===== config.mk =====
export PLATFORM = sky130hd
export DESIGN_NAME = pe_top
export DESIGN_NICKNAME = d
export VERILOG_FILES = /design/src/design/pe_pkg.sv /design/src/design/pe_top.sv /design/src/design/position_adder.sv /design/src/design/product_array.sv /design/src/design/activation_window.sv /design/src/design/weight_bank.sv /design/src/design/load_sequencer.sv /design/src/design/input_stage.sv
export SDC_FILE = /design/constraint.sdc
export NUM_CORES = 2
export LEC_CHECK = 0
export BUFFER_PORTS_ARGS = -buffer_cell sky130_fd_sc_hd__buf_2
export CAP_MARGIN = 20
export CORE_MARGIN = 4
export CORE_UTILIZATION = 55
export DETAILED_ROUTE_END_ITERATION = 7
export MAX_ROUTING_LAYER = met4
export PLACE_DENSITY = 0.74
export SLEW_MARGIN = 20
export SYNTH_ARGS = -nofsm -noshare
export SYNTH_HDL_FRONTEND = slang
export SYNTH_SLANG_ARGS = --single-unit

===== constraint.sdc =====
create_clock -name clk -period 12.8 [get_ports clk]
set_clock_uncertainty 0.05 [all_clocks]
set_input_delay 0.64 -clock clk [delete_from_list [all_inputs] [get_ports clk]]
set_output_delay 0.64 -clock clk [all_outputs]
set_load 0.005 [all_outputs]

===== src/design/pe_pkg.sv =====
package pe_pkg;

    // width of one weight and of one activation
    localparam int WORD_W = 8;

    // width of a column or row position, sums wrap at this width
    localparam int COORD_W = 5;

    // one weight per group, and four activations share each weight
    localparam int LANES = 4;

    // the full window is a square of lanes
    localparam int WINDOW = LANES * LANES;

    // a signed 8 by 8 product needs sixteen bits
    localparam int PROD_W = 2 * WORD_W;

    // the output keeps bits 11 down to 4 of each product
    localparam int SLICE_LSB = 4;

    // frame length input and beat counter share this width
    localparam int FRAME_W = 16;

    // channel tag carried alongside the data
    localparam int CHANNEL_W = 6;

    // number of weight beats at the start of every frame
    localparam int WEIGHT_BEATS = 4;

    // load sequencer state codes
    // code 2'b11 is never entered and falls back to idle
    localparam logic [1:0] ST_IDLE        = 2'd0;
    localparam logic [1:0] ST_LOAD_WEIGHT = 2'd1;
    localparam logic [1:0] ST_LOAD_IMAGE  = 2'd2;

endpackage

===== src/design/pe_top.sv =====
`timescale 1ns/1ps

module pe_top (
    input  logic                                        clk,
    input  logic                                        irst_n,
    input  logic                                        in_valid,
    input  logic [pe_pkg::FRAME_W-1:0]                  pixels,
    input  logic [pe_pkg::CHANNEL_W-1:0]                in_channel,
    input  logic signed [pe_pkg::WORD_W-1:0]            weight,
    input  logic [pe_pkg::COORD_W-1:0]                  weight_cols,
    input  logic [pe_pkg::COORD_W-1:0]                  weight_rows,
    input  logic [pe_pkg::WORD_W*pe_pkg::LANES-1:0]     data_in,
    input  logic [pe_pkg::COORD_W*pe_pkg::LANES-1:0]    data_in_cols,
    input  logic [pe_pkg::COORD_W*pe_pkg::LANES-1:0]    data_in_rows,
    output logic [pe_pkg::CHANNEL_W-1:0]                out_channel,
    output logic [pe_pkg::WORD_W*pe_pkg::WINDOW-1:0]    data_out,
    output logic [pe_pkg::COORD_W*pe_pkg::WINDOW-1:0]   data_out_cols,
    output logic [pe_pkg::COORD_W*pe_pkg::WINDOW-1:0]   data_out_rows,
    output logic                                        out_valid
);

    // delayed input fields
    logic signed [pe_pkg::WORD_W-1:0]          d_weight;
    logic [pe_pkg::COORD_W-1:0]                d_weight_col;
    logic [pe_pkg::COORD_W-1:0]                d_weight_row;
    logic [pe_pkg::WORD_W*pe_pkg::LANES-1:0]   d_data;
    logic [pe_pkg::COORD_W*pe_pkg::LANES-1:0]  d_data_cols;
    logic [pe_pkg::COORD_W*pe_pkg::LANES-1:0]  d_data_rows;

    logic [pe_pkg::LANES-1:0]                  weight_we;

    // stored weights and the live window
    logic [pe_pkg::WORD_W*pe_pkg::LANES-1:0]   weights;
    logic [pe_pkg::COORD_W*pe_pkg::LANES-1:0]  weight_cols_q;
    logic [pe_pkg::COORD_W*pe_pkg::LANES-1:0]  weight_rows_q;
    logic [pe_pkg::WORD_W*pe_pkg::WINDOW-1:0]  window;
    logic [pe_pkg::COORD_W*pe_pkg::WINDOW-1:0] window_cols;
    logic [pe_pkg::COORD_W*pe_pkg::WINDOW-1:0] window_rows;

    // the delayed channel tag goes straight out
    input_stage u_input_stage (
        .clk          (clk),
        .irst_n       (irst_n),
        .in_valid     (in_valid),
        .weight       (weight),
        .weight_cols  (weight_cols),
        .weight_rows  (weight_rows),
        .data_in      (data_in),
        .data_in_cols (data_in_cols),
        .data_in_rows (data_in_rows),
        .in_channel   (in_channel),
        .d_weight     (d_weight),
        .d_weight_col (d_weight_col),
        .d_weight_row (d_weight_row),
        .d_data       (d_data),
        .d_data_cols  (d_data_cols),
        .d_data_rows  (d_data_rows),
        .d_channel    (out_channel)
    );

    load_sequencer u_load_sequencer (
        .clk       (clk),
        .irst_n    (irst_n),
        .in_valid  (in_valid),
        .pixels    (pixels),
        .weight_we (weight_we),
        .out_valid (out_valid)
    );

    weight_bank u_weight_bank (
        .clk           (clk),
        .irst_n        (irst_n),
        .weight_we     (weight_we),
        .d_weight      (d_weight),
        .d_weight_col  (d_weight_col),
        .d_weight_row  (d_weight_row),
        .weights       (weights),
        .weight_cols_q (weight_cols_q),
        .weight_rows_q (weight_rows_q)
    );

    activation_window u_activation_window (
        .clk         (clk),
        .irst_n      (irst_n),
        .in_valid    (in_valid),
        .d_data      (d_data),
        .d_data_cols (d_data_cols),
        .d_data_rows (d_data_rows),
        .window      (window),
        .window_cols (window_cols),
        .window_rows (window_rows)
    );

    // both arithmetic blocks are combinational, outputs follow the beat edge directly
    product_array u_product_array (
        .weights  (weights),
        .window   (window),
        .data_out (data_out)
    );

    position_adder u_position_adder (
        .out_valid     (out_valid),
        .weight_cols_q (weight_cols_q),
        .weight_rows_q (weight_rows_q),
        .window_cols   (window_cols),
        .window_rows   (window_rows),
        .data_out_cols (data_out_cols),
        .data_out_rows (data_out_rows)
    );

endmodule


===== src/design/position_adder.sv =====
`timescale 1ns/1ps

module position_adder (
    input  logic                                        out_valid,
    input  logic [pe_pkg::COORD_W*pe_pkg::LANES-1:0]    weight_cols_q,
    input  logic [pe_pkg::COORD_W*pe_pkg::LANES-1:0]    weight_rows_q,
    input  logic [pe_pkg::COORD_W*pe_pkg::WINDOW-1:0]   window_cols,
    input  logic [pe_pkg::COORD_W*pe_pkg::WINDOW-1:0]   window_rows,
    output logic [pe_pkg::COORD_W*pe_pkg::WINDOW-1:0]   data_out_cols,
    output logic [pe_pkg::COORD_W*pe_pkg::WINDOW-1:0]   data_out_rows
);

    // pairing is the same as in the product array
    for (genvar g = 0; g < pe_pkg::LANES; g++) begin : g_group
        for (genvar a = 0; a < pe_pkg::LANES; a++) begin : g_lane
            localparam int P = g * pe_pkg::LANES + a;
            // packing is reversed here, pair 0 sits at the top of the vector
            localparam int Q = pe_pkg::WINDOW - 1 - P;

            logic [pe_pkg::COORD_W-1:0] col_sum;
            logic [pe_pkg::COORD_W-1:0] row_sum;

            // five-bit result, so the sums wrap modulo 32
            assign col_sum = window_cols[P*pe_pkg::COORD_W +: pe_pkg::COORD_W] +
                             weight_cols_q[g*pe_pkg::COORD_W +: pe_pkg::COORD_W];
            assign row_sum = window_rows[P*pe_pkg::COORD_W +: pe_pkg::COORD_W] +
                             weight_rows_q[g*pe_pkg::COORD_W +: pe_pkg::COORD_W];

            // positions mean nothing before the first weight beat
            assign data_out_cols[Q*pe_pkg::COORD_W +: pe_pkg::COORD_W] =
                out_valid ? col_sum : '0;
            assign data_out_rows[Q*pe_pkg::COORD_W +: pe_pkg::COORD_W] =
                out_valid ? row_sum : '0;
        end
    end

endmodule


===== src/design/product_array.sv =====
`timescale 1ns/1ps

module product_array (
    input  logic [pe_pkg::WORD_W*pe_pkg::LANES-1:0]   weights,
    input  logic [pe_pkg::WORD_W*pe_pkg::WINDOW-1:0]  window,
    output logic [pe_pkg::WORD_W*pe_pkg::WINDOW-1:0]  data_out
);

    // group g of the window is multiplied by weight slot g
    // activation a of that group becomes output word g*4+a
    for (genvar g = 0; g < pe_pkg::LANES; g++) begin : g_group
        for (genvar a = 0; a < pe_pkg::LANES; a++) begin : g_lane
            localparam int P = g * pe_pkg::LANES + a;

            logic signed [pe_pkg::PROD_W-1:0] prod;

            // both operands are two's complement
            assign prod = $signed(weights[g*pe_pkg::WORD_W +: pe_pkg::WORD_W]) *
                          $signed(window[P*pe_pkg::WORD_W +: pe_pkg::WORD_W]);

            // middle slice of the product, upper bits are dropped without saturation
            assign data_out[P*pe_pkg::WORD_W +: pe_pkg::WORD_W] =
                prod[pe_pkg::SLICE_LSB +: pe_pkg::WORD_W];
        end
    end

endmodule


===== src/design/activation_window.sv =====
`timescale 1ns/1ps

module activation_window (
    input  logic                                        clk,
    input  logic                                        irst_n,
    input  logic                                        in_valid,
    input  logic [pe_pkg::WORD_W*pe_pkg::LANES-1:0]     d_data,
    input  logic [pe_pkg::COORD_W*pe_pkg::LANES-1:0]    d_data_cols,
    input  logic [pe_pkg::COORD_W*pe_pkg::LANES-1:0]    d_data_rows,
    output logic [pe_pkg::WORD_W*pe_pkg::WINDOW-1:0]    window,
    output logic [pe_pkg::COORD_W*pe_pkg::WINDOW-1:0]   window_cols,
    output logic [pe_pkg::COORD_W*pe_pkg::WINDOW-1:0]   window_rows
);

    // bits kept from the older groups when a new group enters
    localparam int KEEP_D = pe_pkg::WORD_W * (pe_pkg::WINDOW - pe_pkg::LANES);
    localparam int KEEP_C = pe_pkg::COORD_W * (pe_pkg::WINDOW - pe_pkg::LANES);

    // group 0 is the least significant group and always holds the newest
    // activations, group 3 drops off the top on every beat
    always_ff @(posedge clk or negedge irst_n) begin
        if (!irst_n) begin
            window      <= '0;
            window_cols <= '0;
            window_rows <= '0;
        end else if (in_valid) begin
            window      <= {window[KEEP_D-1:0], d_data};
            window_cols <= {window_cols[KEEP_C-1:0], d_data_cols};
            window_rows <= {window_rows[KEEP_C-1:0], d_data_rows};
        end
    end

endmodule


===== src/design/weight_bank.sv =====
`timescale 1ns/1ps

module weight_bank (
    input  logic                                      clk,
    input  logic                                      irst_n,
    input  logic [pe_pkg::LANES-1:0]                  weight_we,
    input  logic signed [pe_pkg::WORD_W-1:0]          d_weight,
    input  logic [pe_pkg::COORD_W-1:0]                d_weight_col,
    input  logic [pe_pkg::COORD_W-1:0]                d_weight_row,
    output logic [pe_pkg::WORD_W*pe_pkg::LANES-1:0]   weights,
    output logic [pe_pkg::COORD_W*pe_pkg::LANES-1:0]  weight_cols_q,
    output logic [pe_pkg::COORD_W*pe_pkg::LANES-1:0]  weight_rows_q
);

    // slot i sits at bits i*width upward in each packed vector
    // a weight and its two offsets always land in the same slot
    always_ff @(posedge clk or negedge irst_n) begin
        if (!irst_n) begin
            // all slots are zero until the first frame loads them
            weights       <= '0;
            weight_cols_q <= '0;
            weight_rows_q <= '0;
        end else begin
            for (int i = 0; i < pe_pkg::LANES; i++) begin
                // each enable is independent
                // the sequencer never raises more than one at a time
                if (weight_we[i]) begin
                    weights[i*pe_pkg::WORD_W +: pe_pkg::WORD_W]         <= d_weight;
                    weight_cols_q[i*pe_pkg::COORD_W +: pe_pkg::COORD_W] <= d_weight_col;
                    weight_rows_q[i*pe_pkg::COORD_W +: pe_pkg::COORD_W] <= d_weight_row;
                end
            end
        end
    end

endmodule


===== src/design/load_sequencer.sv =====
`timescale 1ns/1ps

module load_sequencer (
    input  logic                         clk,
    input  logic                         irst_n,
    input  logic                         in_valid,
    input  logic [pe_pkg::FRAME_W-1:0]   pixels,
    output logic [pe_pkg::LANES-1:0]     weight_we,
    output logic                         out_valid
);

    logic [1:0]                 state;
    logic [pe_pkg::FRAME_W-1:0] count;
    // weight slot addressed by the current load beat
    logic [1:0]                 slot_sel;
    logic                       load_beat;

    // counter values 1 to 4 map onto slots 0 to 3
    assign slot_sel = count[1:0] - 2'd1;

    // a load beat at counter 0 only happens right after a frame wrap
    // and must not touch any slot
    assign load_beat = in_valid && (state == pe_pkg::ST_LOAD_WEIGHT) &&
                       (count >= 1) && (count <= pe_pkg::WEIGHT_BEATS);

    always_comb begin
        weight_we = '0;
        if (load_beat) begin
            weight_we[slot_sel] = 1'b1;
        end
    end

    // state and beat counter only move on presented beats
    always_ff @(posedge clk or negedge irst_n) begin
        if (!irst_n) begin
            state <= pe_pkg::ST_IDLE;
            count <= '0;
        end else if (in_valid) begin
            case (state)
                pe_pkg::ST_IDLE: begin
                    state <= pe_pkg::ST_LOAD_WEIGHT;
                    count <= count + 1'b1;
                end
                pe_pkg::ST_LOAD_WEIGHT: begin
                    // the last weight beat hands over to the image phase
                    if (count == pe_pkg::WEIGHT_BEATS) begin
                        state <= pe_pkg::ST_LOAD_IMAGE;
                    end
                    count <= count + 1'b1;
                end
                pe_pkg::ST_LOAD_IMAGE: begin
                    // frame end, restart weight loading from counter 0
                    if (count == pixels) begin
                        state <= pe_pkg::ST_LOAD_WEIGHT;
                        count <= '0;
                    end else begin
                        count <= count + 1'b1;
                    end
                end
                default: begin
                    state <= pe_pkg::ST_IDLE;
                end
            endcase
        end
    end

    // valid goes high on the first weight beat and stays up until reset
    always_ff @(posedge clk or negedge irst_n) begin
        if (!irst_n) begin
            out_valid <= 1'b0;
        end else if (in_valid && state == pe_pkg::ST_LOAD_WEIGHT) begin
            out_valid <= 1'b1;
        end
    end

endmodule


===== src/design/input_stage.sv =====
`timescale 1ns/1ps

module input_stage (
    input  logic                                          clk,
    input  logic                                          irst_n,
    input  logic                                          in_valid,
    input  logic signed [pe_pkg::WORD_W-1:0]              weight,
    input  logic [pe_pkg::COORD_W-1:0]                    weight_cols,
    input  logic [pe_pkg::COORD_W-1:0]                    weight_rows,
    input  logic [pe_pkg::WORD_W*pe_pkg::LANES-1:0]       data_in,
    input  logic [pe_pkg::COORD_W*pe_pkg::LANES-1:0]      data_in_cols,
    input  logic [pe_pkg::COORD_W*pe_pkg::LANES-1:0]      data_in_rows,
    input  logic [pe_pkg::CHANNEL_W-1:0]                  in_channel,
    output logic signed [pe_pkg::WORD_W-1:0]              d_weight,
    output logic [pe_pkg::COORD_W-1:0]                    d_weight_col,
    output logic [pe_pkg::COORD_W-1:0]                    d_weight_row,
    output logic [pe_pkg::WORD_W*pe_pkg::LANES-1:0]       d_data,
    output logic [pe_pkg::COORD_W*pe_pkg::LANES-1:0]      d_data_cols,
    output logic [pe_pkg::COORD_W*pe_pkg::LANES-1:0]      d_data_rows,
    output logic [pe_pkg::CHANNEL_W-1:0]                  d_channel
);

    // the first register of each field feeds the output register
    logic signed [pe_pkg::WORD_W-1:0]         s1_weight;
    logic [pe_pkg::COORD_W-1:0]               s1_weight_col;
    logic [pe_pkg::COORD_W-1:0]               s1_weight_row;
    logic [pe_pkg::WORD_W*pe_pkg::LANES-1:0]  s1_data;
    logic [pe_pkg::COORD_W*pe_pkg::LANES-1:0] s1_data_cols;
    logic [pe_pkg::COORD_W*pe_pkg::LANES-1:0] s1_data_rows;
    logic [pe_pkg::CHANNEL_W-1:0]             s1_channel;

    // all fields move together so weights, activations and the sequencer stay aligned
    // the stage holds when no beat is presented
    // both registers read zero until two beats have passed
    always_ff @(posedge clk or negedge irst_n) begin
        if (!irst_n) begin
            s1_weight     <= '0;
            s1_weight_col <= '0;
            s1_weight_row <= '0;
            s1_data       <= '0;
            s1_data_cols  <= '0;
            s1_data_rows  <= '0;
            s1_channel    <= '0;
            d_weight      <= '0;
            d_weight_col  <= '0;
            d_weight_row  <= '0;
            d_data        <= '0;
            d_data_cols   <= '0;
            d_data_rows   <= '0;
            d_channel     <= '0;
        end else if (in_valid) begin
            s1_weight     <= weight;
            s1_weight_col <= weight_cols;
            s1_weight_row <= weight_rows;
            s1_data       <= data_in;
            s1_data_cols  <= data_in_cols;
            s1_data_rows  <= data_in_rows;
            s1_channel    <= in_channel;
            d_weight      <= s1_weight;
            d_weight_col  <= s1_weight_col;
            d_weight_row  <= s1_weight_row;
            d_data        <= s1_data;
            d_data_cols   <= s1_data_cols;
            d_data_rows   <= s1_data_rows;
            d_channel     <= s1_channel;
        end
    end

endmodule


After elaboration in Yosys (flattened, before gate mapping)
Index checks and enable logic that the tools add are counted.
{ "classes": {"n_addsub": 34, "mul": 16, "n_lt_le_gt_ge": 4, "n_eq_ne": 6, "n_mux": 40, "reduce_logical": 9} }
{ "ops": {"columns": ["cell", "n"], "rows": [
  ["8-bit by 8-bit multiplier with 12-bit output", 16],
  ["5-bit adder", 32],
  ["5-bit two-way mux", 32],
  ["16-bit one-hot mux with 2 select lines", 1],
  ["16-bit by 1-bit adder with 16-bit output, second input constant", 1],
  ["16-bit == test", 1],
  ["16-bit by 3-bit == test with 1-bit output, second input constant", 1],
  ["16-bit by 1-bit greater-or-equal comparator with 1-bit output, second input constant", 1],
  ["16-bit by 3-bit less-or-equal comparator with 1-bit output, second input constant", 1],
  ["16-bit two-way mux", 1],
  ["2-bit one-hot mux with 3 select lines", 1],
  ["1-bit logical AND", 4],
  ["2-bit two-way mux", 2],
  ["4-bit two-way mux", 1],
  ["2-bit by 3-bit less-than comparator with 1-bit output, second input constant", 1],
  ["3-bit AND reduction", 1],
  ["1-bit demux with 2-bit select", 1],
  ["2-bit by 1-bit == test with 1-bit output, second input constant", 1],
  ["2-bit == test, second input constant", 1],
  ["2-bit by 1-bit greater-or-equal comparator with 1-bit output, second input constant", 1],
  ["2-bit logical NOT", 1],
  ["2-bit by 1-bit != test with 1-bit output, second input constant", 1],
  ["2-bit != test, second input constant", 1],
  ["2-bit AND reduction", 1],
  ["other kinds (4)", 4]
]} }
{ "totals": {"reg_bits": 571, "word_cells": 141} }

Longest topological paths before layout
{ "depth": {"depth_word": 6, "depth_mapped": 20, "depth_no_buf": 18} }

Hierarchy
A second synthesis with hierarchy kept.
{ "unflattened": {"hier_cells": 5616, "hier_area_um2": 57564.0} }
{ "modules_own_cells": {"columns": ["mod", "n_inst", "cells_per_inst", "area_each_um2"], "rows": [
  ["product_array", 1, 3511, 29386.9],
  ["activation_window", 1, 608, 10772.8],
  ["input_stage", 1, 405, 7196.9],
  ["position_adder", 1, 801, 6022.0],
  ["weight_bank", 1, 152, 2887.8],
  ["load_sequencer", 1, 139, 1297.5]
]} }

Least setup slack after synthesis
OpenSTA, ideal clock, no wires.
{ "synth_path": {"path_type": "register to output", "startpoint": "register u_weight_bank.weights[5] in the netlist's numbering", "endpoint": "output data_out[7] in the netlist's numbering", "t_arrival_ns": 4.158, "path_slack_ns": 7.952, "path_stages_with_launch": 19, "cell_sequence": "dfrtp_1 > clkbuf_1 > clkbuf_1 > and2_1 > fa_1 > inv_1 > fa_1 > inv_1 > fa_1 > inv_1 > fa_1 > inv_1 > ha_1 > and2_1 > o21ai_0 > a31oi_1 > o21a_1 > nor2_1 > xnor2_1"} }
{ "synth_between": {"elab_chain_cells": 1} }
{ "synth_rtl": {"columns": ["item", "line_no", "rtl"], "rows": [
  ["from (decl)", "weight_bank.sv:10", "output logic [pe_pkg::WORD_W*pe_pkg::LANES-1:0] weights,"],
  ["from (signal, indexed assignment)", "weight_bank.sv:28", "weights[i*pe_pkg::WORD_W +: pe_pkg::WORD_W] <= d_weight;"],
  ["8-bit by 8-bit multiplier with 12-bit output", "product_array.sv:18", "assign prod = $signed(weights[g*pe_pkg::WORD_W +: pe_pkg::WORD_W]) *"],
  ["to (decl)", "pe_top.sv:16", "output logic [pe_pkg::WORD_W*pe_pkg::WINDOW-1:0] data_out,"]
]} }
Every way passes these cells.

Worst setup path after layout
{ "layout_path": {"startpoint": "register u_weight_bank.weights[18] in the netlist's numbering", "endpoint": "output data_out[95] in the netlist's numbering"} }
Same word-level chain as after synthesis.

==> results.ini <==
[timing]
setup_violations=0
setup_tns_ns=0
fin_crit_ns=6.36
max_freq_ghz=0.157
slew_violations=0
hold_ws_ns=0.00825
worst_slew_pin_slew_ns=1.15
rsz0062_at_grt=false
finalHoldViolCount=0
slew_headroom_pct=23.3
finalCritPeriodShare_pct=49.7

[critical_path]
crit_path_frequent_cell=fa_1
path_depth=14
start_kind=flip-flop
cp_max_fo=33
cp_data_arrival_time_ns=5.67
critical_path_class=reg -> out
crit_slowest_cell=dfrtp_1
crit_buf_inv=4
end_kind=output port
crit_family=adder cells
worstRegToRegCells=7
required_ns=12.11
cpPeakStageDelay_ns=1.06
crit_chain=nand2_1, fa_1, fa_1, inv_1, fa_1, inv_1, fa_1, inv_1, ha_1, nor2b_1, o21ai_0, a21oi_1, xnor2_1, buf_2

[global_route]
grt_max_degree=189
track_usage_pct=25.6
antenna_found_initial=36
grt_pass1_vias=39356
grt.overflow.total=0
grt_pass1_wl_microns=213000

[synth]
synth_cell_types=44
yosys.area.top_type=dfrtp_1
synth_top_family_by_area=adder cells
yosysWarnings=0
synthAdderAreaFrac_pct=32.9
yosys.area_share.simple_pct=11.9
synth_mux_area_share_pct=11.3
syn_avg_cell_area_sq_um=10.4
yosysMostFrequentCell=inv_1
synth_area_sq_um=56100
syn_inst=5377
synth-edff-count=0
async_flop_share_pct=100
ys_seq_area_share_pct=25.5
ys_ff_latch=571
yosysTopAreaCellShare_pct=25.5
synthTopCellsByCount=inv_1, and2_1, fa_1, dfrtp_1, mux2_2
synth_xor_area_share_pct=7.16
ys.flop_type=dfrtp_1
syn_nets=6602
netlist_top_cells_area=dfrtp_1, fa_1, ha_1, mux2_2, and2_1
synth_compound_area_share_pct=3.27

[cts]
cts_tree=yes
cts_made_buffers=61
postCtsHoldBufs=0
htree_num_levels=2
cts_setup_buffers=0
numClockSinks=571
cts-resized-gates=0
worstSkewPairLatency_ns=0.68
root_buffer=clkbuf_16
cts_buffer_depth=3
clk_pin_slew_ns=0.06

[drt]
drt_pass1_iterations=5
drcViolationCount=0
via_count=37016
drt_iter0_markers=1843
vias_per_cell=5.22
avgRoutedWirePerCell_microns=18.5
routed_wl_microns=131000
ant_nets=0

[floorplanning]
placementRows=116
chipHeight_microns=327
io_pins=410
start_util_pct=55.7
fp.dieW_microns=327
die_area_sq_um=107000
coreArea_sq_um=101000

[layout]
design_area_sq_um=61400
areaGrowthSynthToFinish_pct=9.44
final_net_count=6871
nFillCells=8454
layout-drive-gt1-share_pct=19.4

[placement]
portBuffers=409
gp_congestion=0.883
dp_hpwl_microns=102000
place_area_sq_um=59200

[run]
max-cap-violations=0

[status]
outcome=finished clean

[min_path]
holdCritPathClass=in -> async

## per-layer routing
metal / wire, microns / GRT usage [%] / vias to the layer above / share of wire (%)
li1: - / - / 17217 / -
met1: 54700 / 32.1 / 18697 / 42
met2: 63800 / 42.1 / 895 / 49
met3: 8450 / 5.56 / 207 / 6.4
met4: 4070 / 7.29 / 0 / 3.1
met5: 0 / - / - / 0
## cell usage in the layout, fill, tap and decap left out, types with 114 or more instances in the layout
cell / instances
a21o_1: 114
a21oi_1: 119
and2_1: 645
buf_2: 407
dfrtp_1: 565
fa_1: 608
ha_1: 502
inv_1: 966
mux2_2: 509
nand2_1: 319
xnor2_1: 322
xor2_1: 137
## metrics by stage
step / worst slack [ns] / util (%) / std cells
2_1_floorplan: 7.95 / - / 5377
3_3_place_gp: 7.24 / 58.8 / 6940
3_5_place_dp: 7.19 / 58.8 / 6940
4_1_cts: 6.49 / 60.9 / 7054
5_1_grt: 6.07 / 61.0 / 7087
6_report: 6.44 / 61.0 / 7087
## worst paths after layout
check	startpoint	to	slack, ns
setup / recovery	u_weight_bank.weights[18]	data_out[95]	6.44
hold / removal	irst_n	u_activation_window.window_rows[48]	0.008
setup reg to reg	u_load_sequencer.count[0]	u_weight_bank.weights[14]	10.31
hold reg to reg	u_input_stage.d_data_cols[1]	u_activation_window.window_cols[1]	0.39
max in group asynchronous	irst_n	u_weight_bank.weights[10]	10.24
min in group clk	data_in_rows[0]	u_input_stage.s1_data_rows[0]	0.14
## flip-flops by register name, summed over array words and instances, names as in the netlist
name / cells
u_input_stage.d_data: 32
u_input_stage.d_weight_row: 5
u_load_sequencer.out_valid: 1
u_load_sequencer.state: 2
u_input_stage.s1_data_rows: 20
u_activation_window.window: 128
u_input_stage.s1_weight_col: 5
u_input_stage.s1_weight: 8
u_input_stage.s1_data: 32
u_input_stage.d_channel: 6
u_input_stage.d_weight_col: 5
u_input_stage.d_data_cols: 20
u_load_sequencer.count: 16
u_input_stage.s1_channel: 6
u_activation_window.window_cols: 80
u_input_stage.d_data_rows: 20
u_input_stage.s1_weight_row: 5
u_weight_bank.weight_cols_q: 20
u_input_stage.s1_data_cols: 20
u_weight_bank.weights: 32
u_input_stage.d_weight: 8
u_activation_window.window_rows: 80
u_weight_bank.weight_rows_q: 20
## kinds of logic (layout without fill, tap and decap cells)
| logic type | count (synthesis) | in the layout |
|---|---|---|
| AOI/OAI and AO/OA | 285 | 285 |
| xor gates and xnor gates | 459 | 459 |
| adders and majority gates | 1110 | 1110 |
| buffers and inverters | 1189 | 1509 |
| DFF | 571 | 571 |
| muxes | 549 | 549 |
| other | 0 | 33 |
| and+or+nand+nor | 1214 | 1214 |
## cell type report
class                   instances  area [sq um]  area share [%]
multi-input cells            3617         37300            60.8
repair buffers                429          2230            3.63
flip-flops and latches        571         14300            23.3
clock inverters                34           435           0.709
inverters                     966          3630            5.90
clock buffers                  80          1720            2.80
well taps                    1357          1700            2.76
diodes                         33          82.6           0.134
Power is not shown: default switching activity piles up to over one toggle a cycle in this logic, so the estimate is an artifact.
